## src/rtl/frame_config.svh

```systemverilog
`ifndef FRAME_CONFIG_SVH
`define FRAME_CONFIG_SVH

// OSD status word
`define FRAME_STATUS_W      64

// DDR port
`define FRAME_DDR_AW        29
`define FRAME_DDR_BEW       8
`define FRAME_BURST_W       8

// Extension port, 7 pins shared by DB15 and UART
`define FRAME_USER_W        7

// Sync offsets and the counters that apply them
`define FRAME_OFS_W         4
`define FRAME_SYNC_CNT_W    12

// OSD menu mask, a high bit hides the item
`define FRAME_MENU_W        16

// 1 moves the vertical-game item to bit 4 of the menu mask
`define FRAME_ROTATE_MENU   0

// Rotation mode value for a flipped frame buffer
`define FRAME_ROT_FLIP      2

`endif

```

## src/rtl/frame_pkg.sv

```systemverilog
`include "frame_config.svh"

package frame_pkg;

    // Video settings as seen in the status word
    typedef struct packed {
        logic [`FRAME_STATUS_W-41:0] rsvd_hi;
        logic [1:0]                  rot_mode;
        logic                        rsvd_37;
        logic                        shadowmask_flip;
        logic                        shadowmask_2x;
        logic [2:0]                  shadowmask;
        logic [`FRAME_OFS_W-1:0]     voffset;
        logic [`FRAME_OFS_W-1:0]     hoffset;
        logic [3:0]                  hsize_scale;
        logic                        hsize_enable;
        logic [18:0]                 rsvd_lo;
    } status_video_t;

    // User-port mode bits; uart_en overlaps rot_mode[0]
    typedef struct packed {
        logic [`FRAME_STATUS_W-40:0] rsvd_hi;
        logic                        uart_en;
        logic                        db15_en;
        logic [36:0]                 rsvd_lo;
    } status_io_t;

    typedef union packed {
        status_video_t video_view;
        status_io_t    io_view;
    } status_word_u;

    typedef struct packed {
        logic [`FRAME_OFS_W-1:0] hoffset;
        logic [`FRAME_OFS_W-1:0] voffset;
        logic                    hsize_enable;
        logic [3:0]              hsize_scale;
        logic [2:0]              shadowmask;
        logic                    shadowmask_2x;
        logic                    shadowmask_rot;
        logic                    framebuf_flip;
    } video_cfg_t;

    typedef struct packed {
        logic [`FRAME_BURST_W-1:0]  burstcnt;
        logic [`FRAME_DDR_AW-1:0]   addr;
        logic                       rd;
        logic                       we;
        logic [`FRAME_DDR_BEW-1:0]  be;
    } ddr_req_t;

    typedef enum logic {
        OWN_ROT  = 1'b0,
        OWN_LOAD = 1'b1
    } ddr_owner_e;

endpackage

```

## src/rtl/osd_status_decode.sv

```systemverilog
`timescale 1ns/1ps
`include "frame_config.svh"

module osd_status_decode
    import frame_pkg::*;
(
    input  logic                      clk_sys,
    input  logic                      rst,
    input  status_word_u              status,
    input  logic                      core_vertical,
    input  logic                      direct_video,
    input  logic [`FRAME_USER_W-1:0]  user_in,
    input  logic [`FRAME_USER_W-1:0]  joy_out,
    input  logic                      uart_tx,
    input  logic                      game_tx,
    output video_cfg_t                video_cfg,
    output logic [`FRAME_MENU_W-1:0]  menumask,
    output logic [`FRAME_USER_W-1:0]  user_out,
    output logic                      game_rx
);

    localparam logic [1:0] ROT_FLIP    = `FRAME_ROT_FLIP;
    localparam bit         ROTATE_MENU = `FRAME_ROTATE_MENU;

    logic                     db15_en;
    logic                     uart_en;
    logic [`FRAME_MENU_W-1:0] menu_nxt;

    assign db15_en = status.io_view.db15_en;
    assign uart_en = status.io_view.uart_en;

    // Hidden items are high
    always_comb begin
        menu_nxt    = '0;
        menu_nxt[4] = ROTATE_MENU ? ~core_vertical : 1'b1;
        menu_nxt[3] = status.video_view.shadowmask == 3'd0;
        menu_nxt[2] = ~status.video_view.hsize_enable;
        menu_nxt[1] = ROTATE_MENU ? 1'b1 : ~core_vertical;
        menu_nxt[0] = direct_video;
    end

    always_ff @(posedge clk_sys) begin
        if (rst) begin
            video_cfg <= '0;
            menumask  <= '0;
        end else begin
            video_cfg.hoffset        <= status.video_view.hoffset;
            video_cfg.voffset        <= status.video_view.voffset;
            video_cfg.hsize_enable   <= status.video_view.hsize_enable;
            video_cfg.hsize_scale    <= status.video_view.hsize_scale;
            video_cfg.shadowmask     <= status.video_view.shadowmask;
            video_cfg.shadowmask_2x  <= status.video_view.shadowmask_2x;
            // Mask follows the screen orientation
            video_cfg.shadowmask_rot <= core_vertical ^ status.video_view.shadowmask_flip;
            video_cfg.framebuf_flip  <= status.video_view.rot_mode == ROT_FLIP;
            menumask                 <= menu_nxt;
        end
    end

    // DB15 adapter has priority over the UART
    always_comb begin
        if (db15_en) begin
            user_out = joy_out;
        end else if (uart_en) begin
            user_out = {{(`FRAME_USER_W-1){1'b0}}, uart_tx & game_tx};
        end else begin
            user_out = '1;
        end
    end

    // Idle line when the UART is off
    assign game_rx = ~uart_en | user_in[1];

endmodule

```

## src/rtl/sync_offset_timer.sv

```systemverilog
`timescale 1ns/1ps
`include "frame_config.svh"

module sync_offset_timer (
    input  logic                     clk_sys,
    input  logic                     rst,
    input  logic                     pxl_cen,
    input  logic                     hs,
    input  logic                     vs,
    input  logic [`FRAME_OFS_W-1:0]  hoffset,
    input  logic [`FRAME_OFS_W-1:0]  voffset,
    output logic                     hs_out,
    output logic                     vs_out
);

    localparam int CNT_W = `FRAME_SYNC_CNT_W;

    logic [1:0] sync_q;
    logic       line_tick;

    // Vertical channel counts hs rising edges
    assign line_tick = chan[0].rise;

    // Channel 0 is hs on pixels, channel 1 is vs on lines
    for (genvar ch = 0; ch < 2; ch++) begin : chan
        logic             tick;
        logic             sig;
        logic [CNT_W-1:0] ofs;
        logic             sig_l;
        logic             rise;
        logic             fall;
        logic [CNT_W-1:0] pos;
        logic [CNT_W-1:0] pos_now;
        logic [CNT_W-1:0] fall_tgt;
        logic             rise_pend;
        logic             fall_pend;
        logic             set_out;
        logic             clr_out;
        logic             out_q;

        assign tick = (ch == 0) ? pxl_cen : line_tick;
        assign sig  = (ch == 0) ? hs : vs;
        assign ofs  = CNT_W'((ch == 0) ? hoffset : voffset);
        assign rise = tick & sig & ~sig_l;
        assign fall = tick & ~sig & sig_l;

        // Position restarts at 0 on the input rising edge
        assign pos_now = rise ? '0 : pos + 1'b1;
        assign set_out = (rise | rise_pend) && (pos_now == ofs);
        assign clr_out = (fall && ofs == '0) || (fall_pend && pos_now == fall_tgt);

        always_ff @(posedge clk_sys) begin
            if (rst) begin
                sig_l     <= 1'b0;
                pos       <= '0;
                fall_tgt  <= '0;
                rise_pend <= 1'b0;
                fall_pend <= 1'b0;
                out_q     <= 1'b0;
            end else if (tick) begin
                sig_l <= sig;
                pos   <= pos_now;
                if (set_out) begin
                    out_q     <= 1'b1;
                    rise_pend <= 1'b0;
                end else if (rise) begin
                    rise_pend <= 1'b1;
                end
                // Remember where the delayed fall lands
                if (fall) begin
                    fall_tgt  <= pos_now + ofs;
                    fall_pend <= ofs != '0;
                end else if (clr_out) begin
                    fall_pend <= 1'b0;
                end
                if (clr_out) begin
                    out_q <= 1'b0;
                end
            end
        end

        assign sync_q[ch] = out_q;
    end

    assign hs_out = sync_q[0];
    assign vs_out = sync_q[1];

    // Delayed rise must land before the hs pulse ends
    assert property (@(posedge clk_sys) disable iff (rst)
        (chan[0].fall && chan[0].rise_pend) |-> chan[0].set_out)
        else $error("hs pulse shorter than hoffset");

endmodule

```

## src/rtl/ddr_owner_fsm.sv

```systemverilog
`timescale 1ns/1ps
`include "frame_config.svh"

module ddr_owner_fsm
    import frame_pkg::*;
(
    input  logic       clk_sys,
    input  logic       rst,
    input  logic       downloading,
    input  logic       ddr_busy,
    input  logic       ddr_dout_ready,
    input  ddr_req_t   ddrld_req,
    input  ddr_req_t   rot_req,
    output ddr_owner_e owner
);

    // Room for a few back-to-back loader bursts
    localparam int PEND_W = `FRAME_BURST_W + 2;

    ddr_owner_e        owner_nxt;
    logic [PEND_W-1:0] pend_cnt;
    logic              ld_accept;
    logic              beat_in;
    logic              rot_idle;

    assign rot_idle  = ~rot_req.rd & ~rot_req.we;
    assign ld_accept = ddrld_req.rd && owner == OWN_LOAD && !ddr_busy;
    assign beat_in   = ddr_dout_ready && owner == OWN_LOAD;

    always_comb begin
        owner_nxt = owner;
        case (owner)
            OWN_ROT: begin
                if (downloading && !ddr_busy && rot_idle) begin
                    owner_nxt = OWN_LOAD;
                end
            end
            OWN_LOAD: begin
                // Wait for every read beat before giving DDR back
                if (!downloading && pend_cnt == '0 && !ld_accept) begin
                    owner_nxt = OWN_ROT;
                end
            end
            default: owner_nxt = OWN_ROT;
        endcase
    end

    always_ff @(posedge clk_sys) begin
        if (rst) begin
            owner    <= OWN_ROT;
            pend_cnt <= '0;
        end else begin
            owner    <= owner_nxt;
            pend_cnt <= pend_cnt
                      + (ld_accept ? PEND_W'(ddrld_req.burstcnt) : '0)
                      - PEND_W'(beat_in);
        end
    end

    assert property (@(posedge clk_sys) disable iff (rst)
        beat_in |-> (pend_cnt != '0))
        else $error("Read beat arrived with no loader burst outstanding");

endmodule

```

## src/rtl/ddr_req_mux.sv

```systemverilog
`timescale 1ns/1ps

module ddr_req_mux
    import frame_pkg::*;
(
    input  ddr_owner_e owner,
    input  ddr_req_t   ddrld_req,
    input  ddr_req_t   rot_req,
    input  logic       ddr_busy,
    output ddr_req_t   ddr_req,
    output logic       ddrld_busy,
    output logic       rot_busy
);

    // Non-owner sees busy so it holds its strobe
    always_comb begin
        case (owner)
            OWN_LOAD: begin
                ddr_req    = ddrld_req;
                ddrld_busy = ddr_busy;
                rot_busy   = 1'b1;
            end
            default: begin
                ddr_req    = rot_req;
                ddrld_busy = 1'b1;
                rot_busy   = ddr_busy;
            end
        endcase
        assert (!(ddr_req.rd && ddr_req.we))
            else $error("DDR read and write strobes high together");
    end

endmodule

```

## src/rtl/frame_io_top.sv

```systemverilog
`timescale 1ns/1ps
`include "frame_config.svh"

module frame_io_top
    import frame_pkg::*;
(
    input  logic                      clk_sys,
    input  logic                      rst,
    // OSD status and core mode
    input  status_word_u              status,
    input  logic                      core_vertical,
    input  logic                      direct_video,
    // Extension port and UART
    input  logic [`FRAME_USER_W-1:0]  user_in,
    input  logic [`FRAME_USER_W-1:0]  joy_out,
    input  logic                      uart_tx,
    input  logic                      game_tx,
    output logic [`FRAME_USER_W-1:0]  user_out,
    output logic                      game_rx,
    // Video
    input  logic                      pxl_cen,
    input  logic                      hs,
    input  logic                      vs,
    output logic                      hs_out,
    output logic                      vs_out,
    output video_cfg_t                video_cfg,
    output logic [`FRAME_MENU_W-1:0]  menumask,
    // DDR
    input  logic                      downloading,
    input  ddr_req_t                  ddrld_req,
    input  ddr_req_t                  rot_req,
    input  logic                      ddr_busy,
    input  logic                      ddr_dout_ready,
    output ddr_req_t                  ddr_req,
    output logic                      ddrld_busy,
    output logic                      rot_busy
);

    ddr_owner_e owner;

    osd_status_decode u_decode (
        .clk_sys       ( clk_sys       ),
        .rst           ( rst           ),
        .status        ( status        ),
        .core_vertical ( core_vertical ),
        .direct_video  ( direct_video  ),
        .user_in       ( user_in       ),
        .joy_out       ( joy_out       ),
        .uart_tx       ( uart_tx       ),
        .game_tx       ( game_tx       ),
        .video_cfg     ( video_cfg     ),
        .menumask      ( menumask      ),
        .user_out      ( user_out      ),
        .game_rx       ( game_rx       )
    );

    // Offsets come from the registered settings
    sync_offset_timer u_sync (
        .clk_sys ( clk_sys           ),
        .rst     ( rst               ),
        .pxl_cen ( pxl_cen           ),
        .hs      ( hs                ),
        .vs      ( vs                ),
        .hoffset ( video_cfg.hoffset ),
        .voffset ( video_cfg.voffset ),
        .hs_out  ( hs_out            ),
        .vs_out  ( vs_out            )
    );

    ddr_owner_fsm u_owner (
        .clk_sys        ( clk_sys        ),
        .rst            ( rst            ),
        .downloading    ( downloading    ),
        .ddr_busy       ( ddr_busy       ),
        .ddr_dout_ready ( ddr_dout_ready ),
        .ddrld_req      ( ddrld_req      ),
        .rot_req        ( rot_req        ),
        .owner          ( owner          )
    );

    ddr_req_mux u_mux (
        .owner      ( owner      ),
        .ddrld_req  ( ddrld_req  ),
        .rot_req    ( rot_req    ),
        .ddr_busy   ( ddr_busy   ),
        .ddr_req    ( ddr_req    ),
        .ddrld_busy ( ddrld_busy ),
        .rot_busy   ( rot_busy   )
    );

endmodule

```

## config.mk

```make
export PLATFORM = sky130hd
export DESIGN_NAME = frame_io_top
export DESIGN_NICKNAME = d
export VERILOG_FILES = /design/src/rtl/frame_pkg.sv /design/src/rtl/osd_status_decode.sv /design/src/rtl/sync_offset_timer.sv /design/src/rtl/ddr_owner_fsm.sv /design/src/rtl/ddr_req_mux.sv /design/src/rtl/frame_io_top.sv
export VERILOG_INCLUDE_DIRS = /design/src /design/src/rtl
export SDC_FILE = /design/constraint.sdc
export NUM_CORES = 1
export LEC_CHECK = 0
export BUFFER_PORTS_ARGS = -buffer_cell sky130_fd_sc_hd__buf_2
export CORE_MARGIN = 2
export CORE_UTILIZATION = 52
export CTS_CLUSTER_DIAMETER = 80
export DETAILED_ROUTE_END_ITERATION = 8
export PLACE_DENSITY = 0.87
export SLEW_MARGIN = 20
export SYNTH_ARGS = -nofsm -noshare
export SYNTH_HDL_FRONTEND = slang
export SYNTH_SLANG_ARGS = --single-unit
```

## constraint.sdc

```tcl
create_clock -name clk_sys -period 7.1 [get_ports clk_sys]
set_clock_uncertainty 0.2 [all_clocks]
set_input_delay 1.065 -clock clk_sys [delete_from_list [all_inputs] [get_ports clk_sys]]
set_output_delay 1.065 -clock clk_sys [all_outputs]
set_load 0.05 [all_outputs]
```

==> results.sh, run 1 <==
export IMPL_cp_arrival_ns=4.69
export IMPL_synth_area_top_cells="dfxtp_1 (30%), mux2_2 (9.3%), ha_1 (6.0%)"
export IMPL_status="complete, no violations"
export IMPL_syn_to_final_growth_pct=23.2
export IMPL_overflow=0
export IMPL_multi_input_area_um2=3910
export IMPL_via_per_inst=5.70
export IMPL_core_rowCount=39
export IMPL_clockPowerShare_pct=30.6
export IMPL_regArea_um2=1820
export IMPL_synth_flop_cell="dfxtp_1"
export IMPL_crit_path_end_kind="register"
export IMPL_avgSynthCellArea_um2=8.04
export IMPL_fin_cells=1100
export IMPL_numClockSinks=91
export IMPL_grt_pass1_vias=5820
export IMPL_numCtsBuffers=9
export IMPL_critPathLaunchType="input port"
export IMPL_drt_iter0_markers=482
export IMPL_dp_slack_ns=2.23
export IMPL_path_max_fanout=20
export IMPL_port_buffers=217
export IMPL_required_ns=7.17
export IMPL_start_util_pct=53.3
export IMPL_min_path_type="register to register"
export IMPL_hold_violations=0
export IMPL_postSynthCellCount=757
export IMPL_totalPowerFinal_uw=1570
export IMPL_dieArea_um2=12600
export IMPL_antenna_found_initial=5
export IMPL_synth_largest_area_cell="dfxtp_1"
export IMPL_routed_wl_um=19000
export IMPL_firstDrtPassIters=5
export IMPL_n_fill_cell=991
export IMPL_ys_ff_latch=91
export IMPL_worstSetupPathType="input port to register"
export IMPL_drc=0
export IMPL_period_share_pct=65.1
export IMPL_power_frac_seq_pct=35.6
export IMPL_design_portCount=278
export IMPL_crit_top_cell="nor4_1"
export IMPL_dp_cells=1080
export IMPL_fin_setup_tns_ns=0
export IMPL_fmax_mhz=216
export IMPL_clock_latency_ns=0.34
export IMPL_core_region_area_um2=11400
export IMPL_cts_tree="yes"
export IMPL_p_switching_uw=544
export IMPL_critPathMaxStageDelay_ns=0.60
export IMPL_cp_slowest_cell="and2_1"
export IMPL_path_cells="buf_2 > and3b_1 > and2_1 > nor2_1 > ha_1 > nor4_1 > nand2_1 > or4_1 > nor4_1 > a21oi_1 > nor3_1"
export IMPL_grt_max_degree=60
export IMPL_rsz0062_at_grt="no"
export IMPL_drive_gt1_share_pct=31.2
export IMPL_gp_congestion=0.955
export IMPL_dpl_hpwl_um=14700
export IMPL_max_slew_margin_pct=49.3
export IMPL_holdBufCountCts=0
export IMPL_grt_pass1_wl_um=29200
export IMPL_finalSetupViolCount=0
export IMPL_grtUsageTotal_pct=29.1
export IMPL_cts_resized_gates=0
export IMPL_switching_share_pct=34.7
export IMPL_fp_dieW_um=112
export IMPL_fp_dieH_um=112
export IMPL_netlist_area_leader_share_pct=29.9
export IMPL_synth_edf_count=0
export IMPL_power_density_nw_per_um2=209
export IMPL_slew_viol_final=0
export IMPL_finalNetCount=1164
export IMPL_fin_crit_ns=4.62
export IMPL_tightest_slew_ns=0.760
export IMPL_yosys_warnings=0
export IMPL_drt_wirelength_per_cell_um=17.3
export IMPL_post_cts_buffers=0
export IMPL_clock_path_buffers=2
export IMPL_ir_drop_uv=123
export IMPL_p_leak_uw=0.00328
export IMPL_htree_levels=3
export IMPL_fin_ws_ns=2.48
export IMPL_internal_power_uw=1030
export IMPL_synth_async_sr_flop_share_pct=0
export IMPL_synth_seq_area_share_pct=29.9
export IMPL_cts_root_buf="clkbuf_16"
export IMPL_synth_cell_type_count=62
export IMPL_antenna_left=0
export IMPL_vias=6271
export IMPL_path_clk_slew_ns=0.06
export IMPL_timing_max_cap_violations=0
export IMPL_syn_area_um2=6080
export IMPL_pwr_share_comb_pct=33.7
cells by family after synthesis:
family	Yosys count	synth area share, %
fa+ha+maj	32	6.95
xor+xnor	39	5.61
simple gates	294	24.0
mux	68	12.4
other cells	1	0.0616
buf+inv	92	6.66
compound gates	140	14.4
flops	91	29.9
power by group through the flow:
stage | Clock (µW) | Sequential [µW] | Combinational [µW]
global placement | 0 | 569 | 511
floorplan | 0 | 591 | 386
finish | 481 | 559 | 530
global route | 507 | 562 | 578
detailed placement | 0 | 570 | 526
CTS | 485 | 559 | 529
per-stage QoR:
step | instance area, µm² | util (%) | hold WS, ns
floorplan | 6120 | - | 0.223
finish | 7490 | 65.6 | 0.243
global route | 7490 | 65.6 | 0.268
detailed placement | 7180 | 62.9 | 0.237
CTS | 7480 | 65.5 | 0.247
global placement | 7180 | 62.9 | 0.236
placed cells by master, fill, tap and decap left out, types with 14 or more instances in the layout:
cell type	count
buf_2	217
dfxtp_1	90
nor2_1	77
nand2_1	73
a21oi_1	54
mux2_2	50
inv_1	40
o21ai_0	30
ha_1	29
nor2b_1	28
xor2_1	21
nor3_1	20
xnor2_1	18
mux2i_1	17
nor4_1	16
nand3_1	14
nand4_1	14
routing by layer:
layer	wire [µm]	vias up	GRT usage, %	share of wire, %
li1	-	3015	-	-
met1	7590	2937	36.4	40
met2	9340	276	49.0	49
met3	1380	41	4.64	7.2
met4	678	2	14.1	3.6
met5	13	-	0	0.068
final cells by class:
type                       count  share of cell area (%)
sequential                    91                    24.3
clock buffer                  12                    3.29
clock inverter                 4                   0.668
multi-input combinational    584                    52.2
antenna                        4                   0.134
inverter                      40                    2.00
tap                          143                    2.39
timing repair buffer         222                    15.0
worst paths after layout:
check / startpoint / to / slack [ns] / cells past startpoint
setup / recovery: pxl_cen / u_sync.vs_out$_SDFFE_PP0P_ / 2.48 / 11
hold / removal: u_sync.hs_out$_SDFFE_PP0P_ / u_sync.hs_out$_SDFFE_PP0P_ / 0.24 / 2
hold reg to reg: u_sync.hs_out$_SDFFE_PP0P_ / u_sync.hs_out$_SDFFE_PP0P_ / 0.24 / 2
setup reg to reg: u_sync.chan[0].sig_l$_SDFFE_PP0P_ / u_sync.vs_out$_SDFFE_PP0P_ / 3.29 / 10
flip-flops by register name, summed over array words and instances, names as in the netlist:
signal and count:
u_decode.menumask 5, u_decode.video_cfg 19, u_owner.owner 1, u_owner.pend_cnt 10
u_sync.chan.fall_pend 2, u_sync.chan.fall_tgt 24, u_sync.chan.pos 24, u_sync.chan.rise_pend 2
u_sync.chan.sig_l 2, u_sync.hs_out 1, u_sync.vs_out 1
synth_stat cells, types with 2 or more instances:
| cell | count |
|---|---|
| o211ai_1 | 2 |
| ha_1 | 29 |
| and3_1 | 3 |
| and4_1 | 3 |
| nand2_1 | 73 |
| buf_1 | 8 |
| dfxtp_1 | 91 |
| clkbuf_1 | 25 |
| or2_2 | 4 |
| or3_1 | 9 |
| a211oi_1 | 12 |
| nor3b_1 | 3 |
| a211o_1 | 2 |
| mux2i_1 | 17 |
| and2_1 | 7 |
| fa_1 | 3 |
| nand2b_1 | 8 |
| a2111oi_0 | 2 |
| and3b_1 | 2 |
| buf_4 | 12 |
| buf_2 | 5 |
| nor4_1 | 16 |
| mux2_2 | 50 |
| o2111ai_1 | 2 |
| inv_1 | 40 |
| nand3_1 | 14 |
| o21ai_0 | 30 |
| nand3b_1 | 5 |
| a21boi_0 | 2 |
| o31a_1 | 2 |
| o31ai_1 | 2 |
| xor2_1 | 21 |
| nor2_1 | 77 |
| nand4_1 | 14 |
| o2bb2ai_1 | 3 |
| nor2b_1 | 28 |
| a21oi_1 | 54 |
| xnor2_1 | 18 |
| a31oi_1 | 3 |
| or4_1 | 5 |
| a21o_1 | 10 |
| nor3_1 | 20 |
| o21bai_1 | 2 |
worst max-delay path: cells and delay by family:
family | cells | cell delay (ns)
simple gates | 8 | 2.73
buf+inv | 1 | 0.40
fa+ha+maj | 1 | 0.36
compound gates | 1 | 0.13
Power figures use the tool's default switching activity.
==> run 2, diff against run 1 <==
--- a/config.mk
+++ b/config.mk
@@ -8,10 +8,10 @@
 export LEC_CHECK = 0
 export BUFFER_PORTS_ARGS = -buffer_cell sky130_fd_sc_hd__buf_2
 export CORE_MARGIN = 2
-export CORE_UTILIZATION = 52
+export CORE_UTILIZATION = 43
 export CTS_CLUSTER_DIAMETER = 80
 export DETAILED_ROUTE_END_ITERATION = 8
-export PLACE_DENSITY = 0.87
+export PLACE_DENSITY = 0.77
 export SLEW_MARGIN = 20
 export SYNTH_ARGS = -nofsm -noshare
 export SYNTH_HDL_FRONTEND = slang
==> constraint.sdc (replaced) <==
create_clock -name clk_sys -period 4.2 [get_ports clk_sys]
set_clock_uncertainty 0.2 [all_clocks]
set_input_delay 0.63 -clock clk_sys [delete_from_list [all_inputs] [get_ports clk_sys]]
set_output_delay 0.63 -clock clk_sys [all_outputs]
set_load 0.05 [all_outputs]
==> run 2 against run 1 <==
Against the previous run:
- combinational power up 70%
- count of clock-buffer cells in the layout down 3
- routed wire length down 0.82%
- worst hold slack improved by 0.013 ns
- die area increased by 20%
- largest cell class unchanged
- largest power group unchanged
- highest routed layer is now met4
==> results.sh, run 2 (synthesis gave the netlist of run 1 again) <==
export IMPL_status="complete, no violations"
export IMPL_dieArea_um2=15100
export IMPL_core_region_area_um2=13800
export IMPL_top_regs="u_sync.chan.fall_tgt (24), u_sync.chan.pos (24), u_decode.video_cfg (19)"
export IMPL_n_fill_cell=1251
export IMPL_tightest_slew_ns=0.704
export IMPL_final_cell_mix="buf_2 (217), dfxtp_1 (90), nor2_1 (77), nand2_1 (73), a21oi_1 (54)"
export IMPL_fp_dieH_um=123
export IMPL_antenna_found_initial=3
export IMPL_path_clk_slew_ns=0.07
export IMPL_post_cts_buffers=0
export IMPL_min_delay_path_depth=2
export IMPL_grt_busiest_layer="met2"
export IMPL_antenna_left=0
export IMPL_fin_setup_tns_ns=0
export IMPL_path_max_fanout=16
export IMPL_r2r_end="u_sync.vs_out$_SDFFE_PP0P_"
export IMPL_gr_usage_met1_pct=28.6
export IMPL_numClockSinks=91
export IMPL_htree_levels=3
export IMPL_worstReg2RegStart="u_sync.chan[1].sig_l$_SDFFE_PP0P_"
export IMPL_hold_violations=0
export IMPL_cts_tree="yes"
export IMPL_grt_use_met2_pct=42.7
export IMPL_clock_path_buffers=2
export IMPL_slew_viol_final=0
export IMPL_rsz0062_at_grt="no"
export IMPL_fin_ws_ns=0.897
export IMPL_vias=6117
export IMPL_min_path_type="register to register"
export IMPL_drive_gt1_share_pct=32.1
export IMPL_timing_max_cap_violations=0
export IMPL_clock_latency_ns=0.34
export IMPL_reg2reg_depth=11
export IMPL_via_per_inst=5.33
export IMPL_routed_wl_um=18800
export IMPL_fmax_mhz=303
export IMPL_design_portCount=278
export IMPL_start_util_pct=44.0
export IMPL_cts_root_buf="clkbuf_16"
export IMPL_cts_resized_gates=0
export IMPL_finalSetupViolCount=0
export IMPL_power_density_nw_per_um2=357
export IMPL_critPathLaunchType="input port"
export IMPL_crit_path_end_kind="register"
export IMPL_port_buffers=217
export IMPL_drc=0
export IMPL_finalNetCount=1174
export IMPL_ff2ff_setup_slack_ns=0.91
export IMPL_worstSetupPathType="input port to register"
export IMPL_required_ns=4.27
export IMPL_dp_slack_ns=0.583
export IMPL_numCtsBuffers=9
export IMPL_hp_start="u_sync.hs_out$_SDFFE_PP0P_"
export IMPL_gp_congestion=0.948
export IMPL_max_slew_margin_pct=53.1
export IMPL_grtUsageTotal_pct=24.9
export IMPL_core_rowCount=43
export IMPL_holdPathEnd="u_sync.hs_out$_SDFFE_PP0P_"
export IMPL_firstDrtPassIters=5
export IMPL_ir_drop_uv=210
export IMPL_p_leak_uw=0.00334
export IMPL_fin_crit_ns=3.30
export IMPL_period_share_pct=78.7
export IMPL_fp_dieW_um=123
export IMPL_grt_pass1_vias=5831
export IMPL_dpl_hpwl_um=14800
export IMPL_holdBufCountCts=0
export IMPL_overflow=0
export IMPL_layout_commonest_cell="buf_2"
export IMPL_cp_arrival_ns=3.37
export IMPL_met3_usage_pct=3.64
export IMPL_drt_wirelength_per_cell_um=16.4
export IMPL_grt_pass1_wl_um=29300
export IMPL_grt_max_degree=50
export IMPL_drt_iter0_markers=344
export IMPL_syn_to_final_growth_pct=25.5
==> run 2: routing by layer <==
metal	part of all wire, %	up-vias
met5	0	-
met4	5.6	0
met3	5.8	43
met2	50	227
met1	39	2804
li1	-	3043
==> run 2: critical path, cell delays in order <==
cell     delay (ns)
buf_2          0.12
and2b_1        0.26
and2_1         0.19
buf_4          0.22
nor2_1         0.09
ha_1           0.35
nor4_1         0.28
nand2_1        0.09
or4_1          0.43
nor4_1         0.41
a21oi_1        0.12
nor3_1         0.16
==> run 2: worst max-delay path by stage <==
stage | depth (start not counted) | from | to | slack, ns
3_5_place_dp | 12 | vs | u_sync.vs_out$_SDFFE_PP0P_ | 0.58
5_1_grt | 12 | pxl_cen | u_sync.chan[0].fall_tgt[11]$_SDFFE_PP0P_ | 0.69
2_1_floorplan | 13 | ddr_busy | u_owner.pend_cnt[9]$_SDFF_PP0_ | 0.56
3_3_place_gp | 12 | vs | u_sync.vs_out$_SDFFE_PP0P_ | 0.61
6_report | 12 | vs | u_sync.vs_out$_SDFFE_PP0P_ | 0.90
4_1_cts | 12 | pxl_cen | u_sync.chan[0].fall_tgt[10]$_SDFFE_PP0P_ | 0.94
==> run 2: final cells by class <==
| class | count | area [µm²] | share of cell area [%] |
|---|---|---|---|
| inverters | 40 | 150 | 1.97 |
| clock inverters | 7 | 98.8 | 1.29 |
| diodes | 4 | 10.0 | 0.131 |
| multi-input cells | 584 | 3910 | 51.1 |
| clock buffers | 9 | 225 | 2.95 |
| well taps | 180 | 225 | 2.95 |
| flip-flops and latches | 91 | 1820 | 23.9 |
| repair buffers | 232 | 1200 | 15.7 |
==> run 2: metrics by stage <==
step | hold slack, ns | instance area [µm²] | util [%] | instances | power (µW)
floorplan | 0.223 | 6120 | - | 767 | 1650
global route | 0.257 | 7630 | 55.2 | 1146 | 2870
global placement | 0.240 | 7300 | 52.8 | 1127 | 1840
CTS | 0.244 | 7630 | 55.2 | 1143 | 2740
finish | 0.255 | 7640 | 55.2 | 1147 | 2730
detailed placement | 0.250 | 7300 | 52.8 | 1127 | 1860
==> run 2: where the power goes <==
group	total, µW	switching, µW	internal, µW
combinational	901	559	341
sequential	946	28.6	917
clock	883	357	526
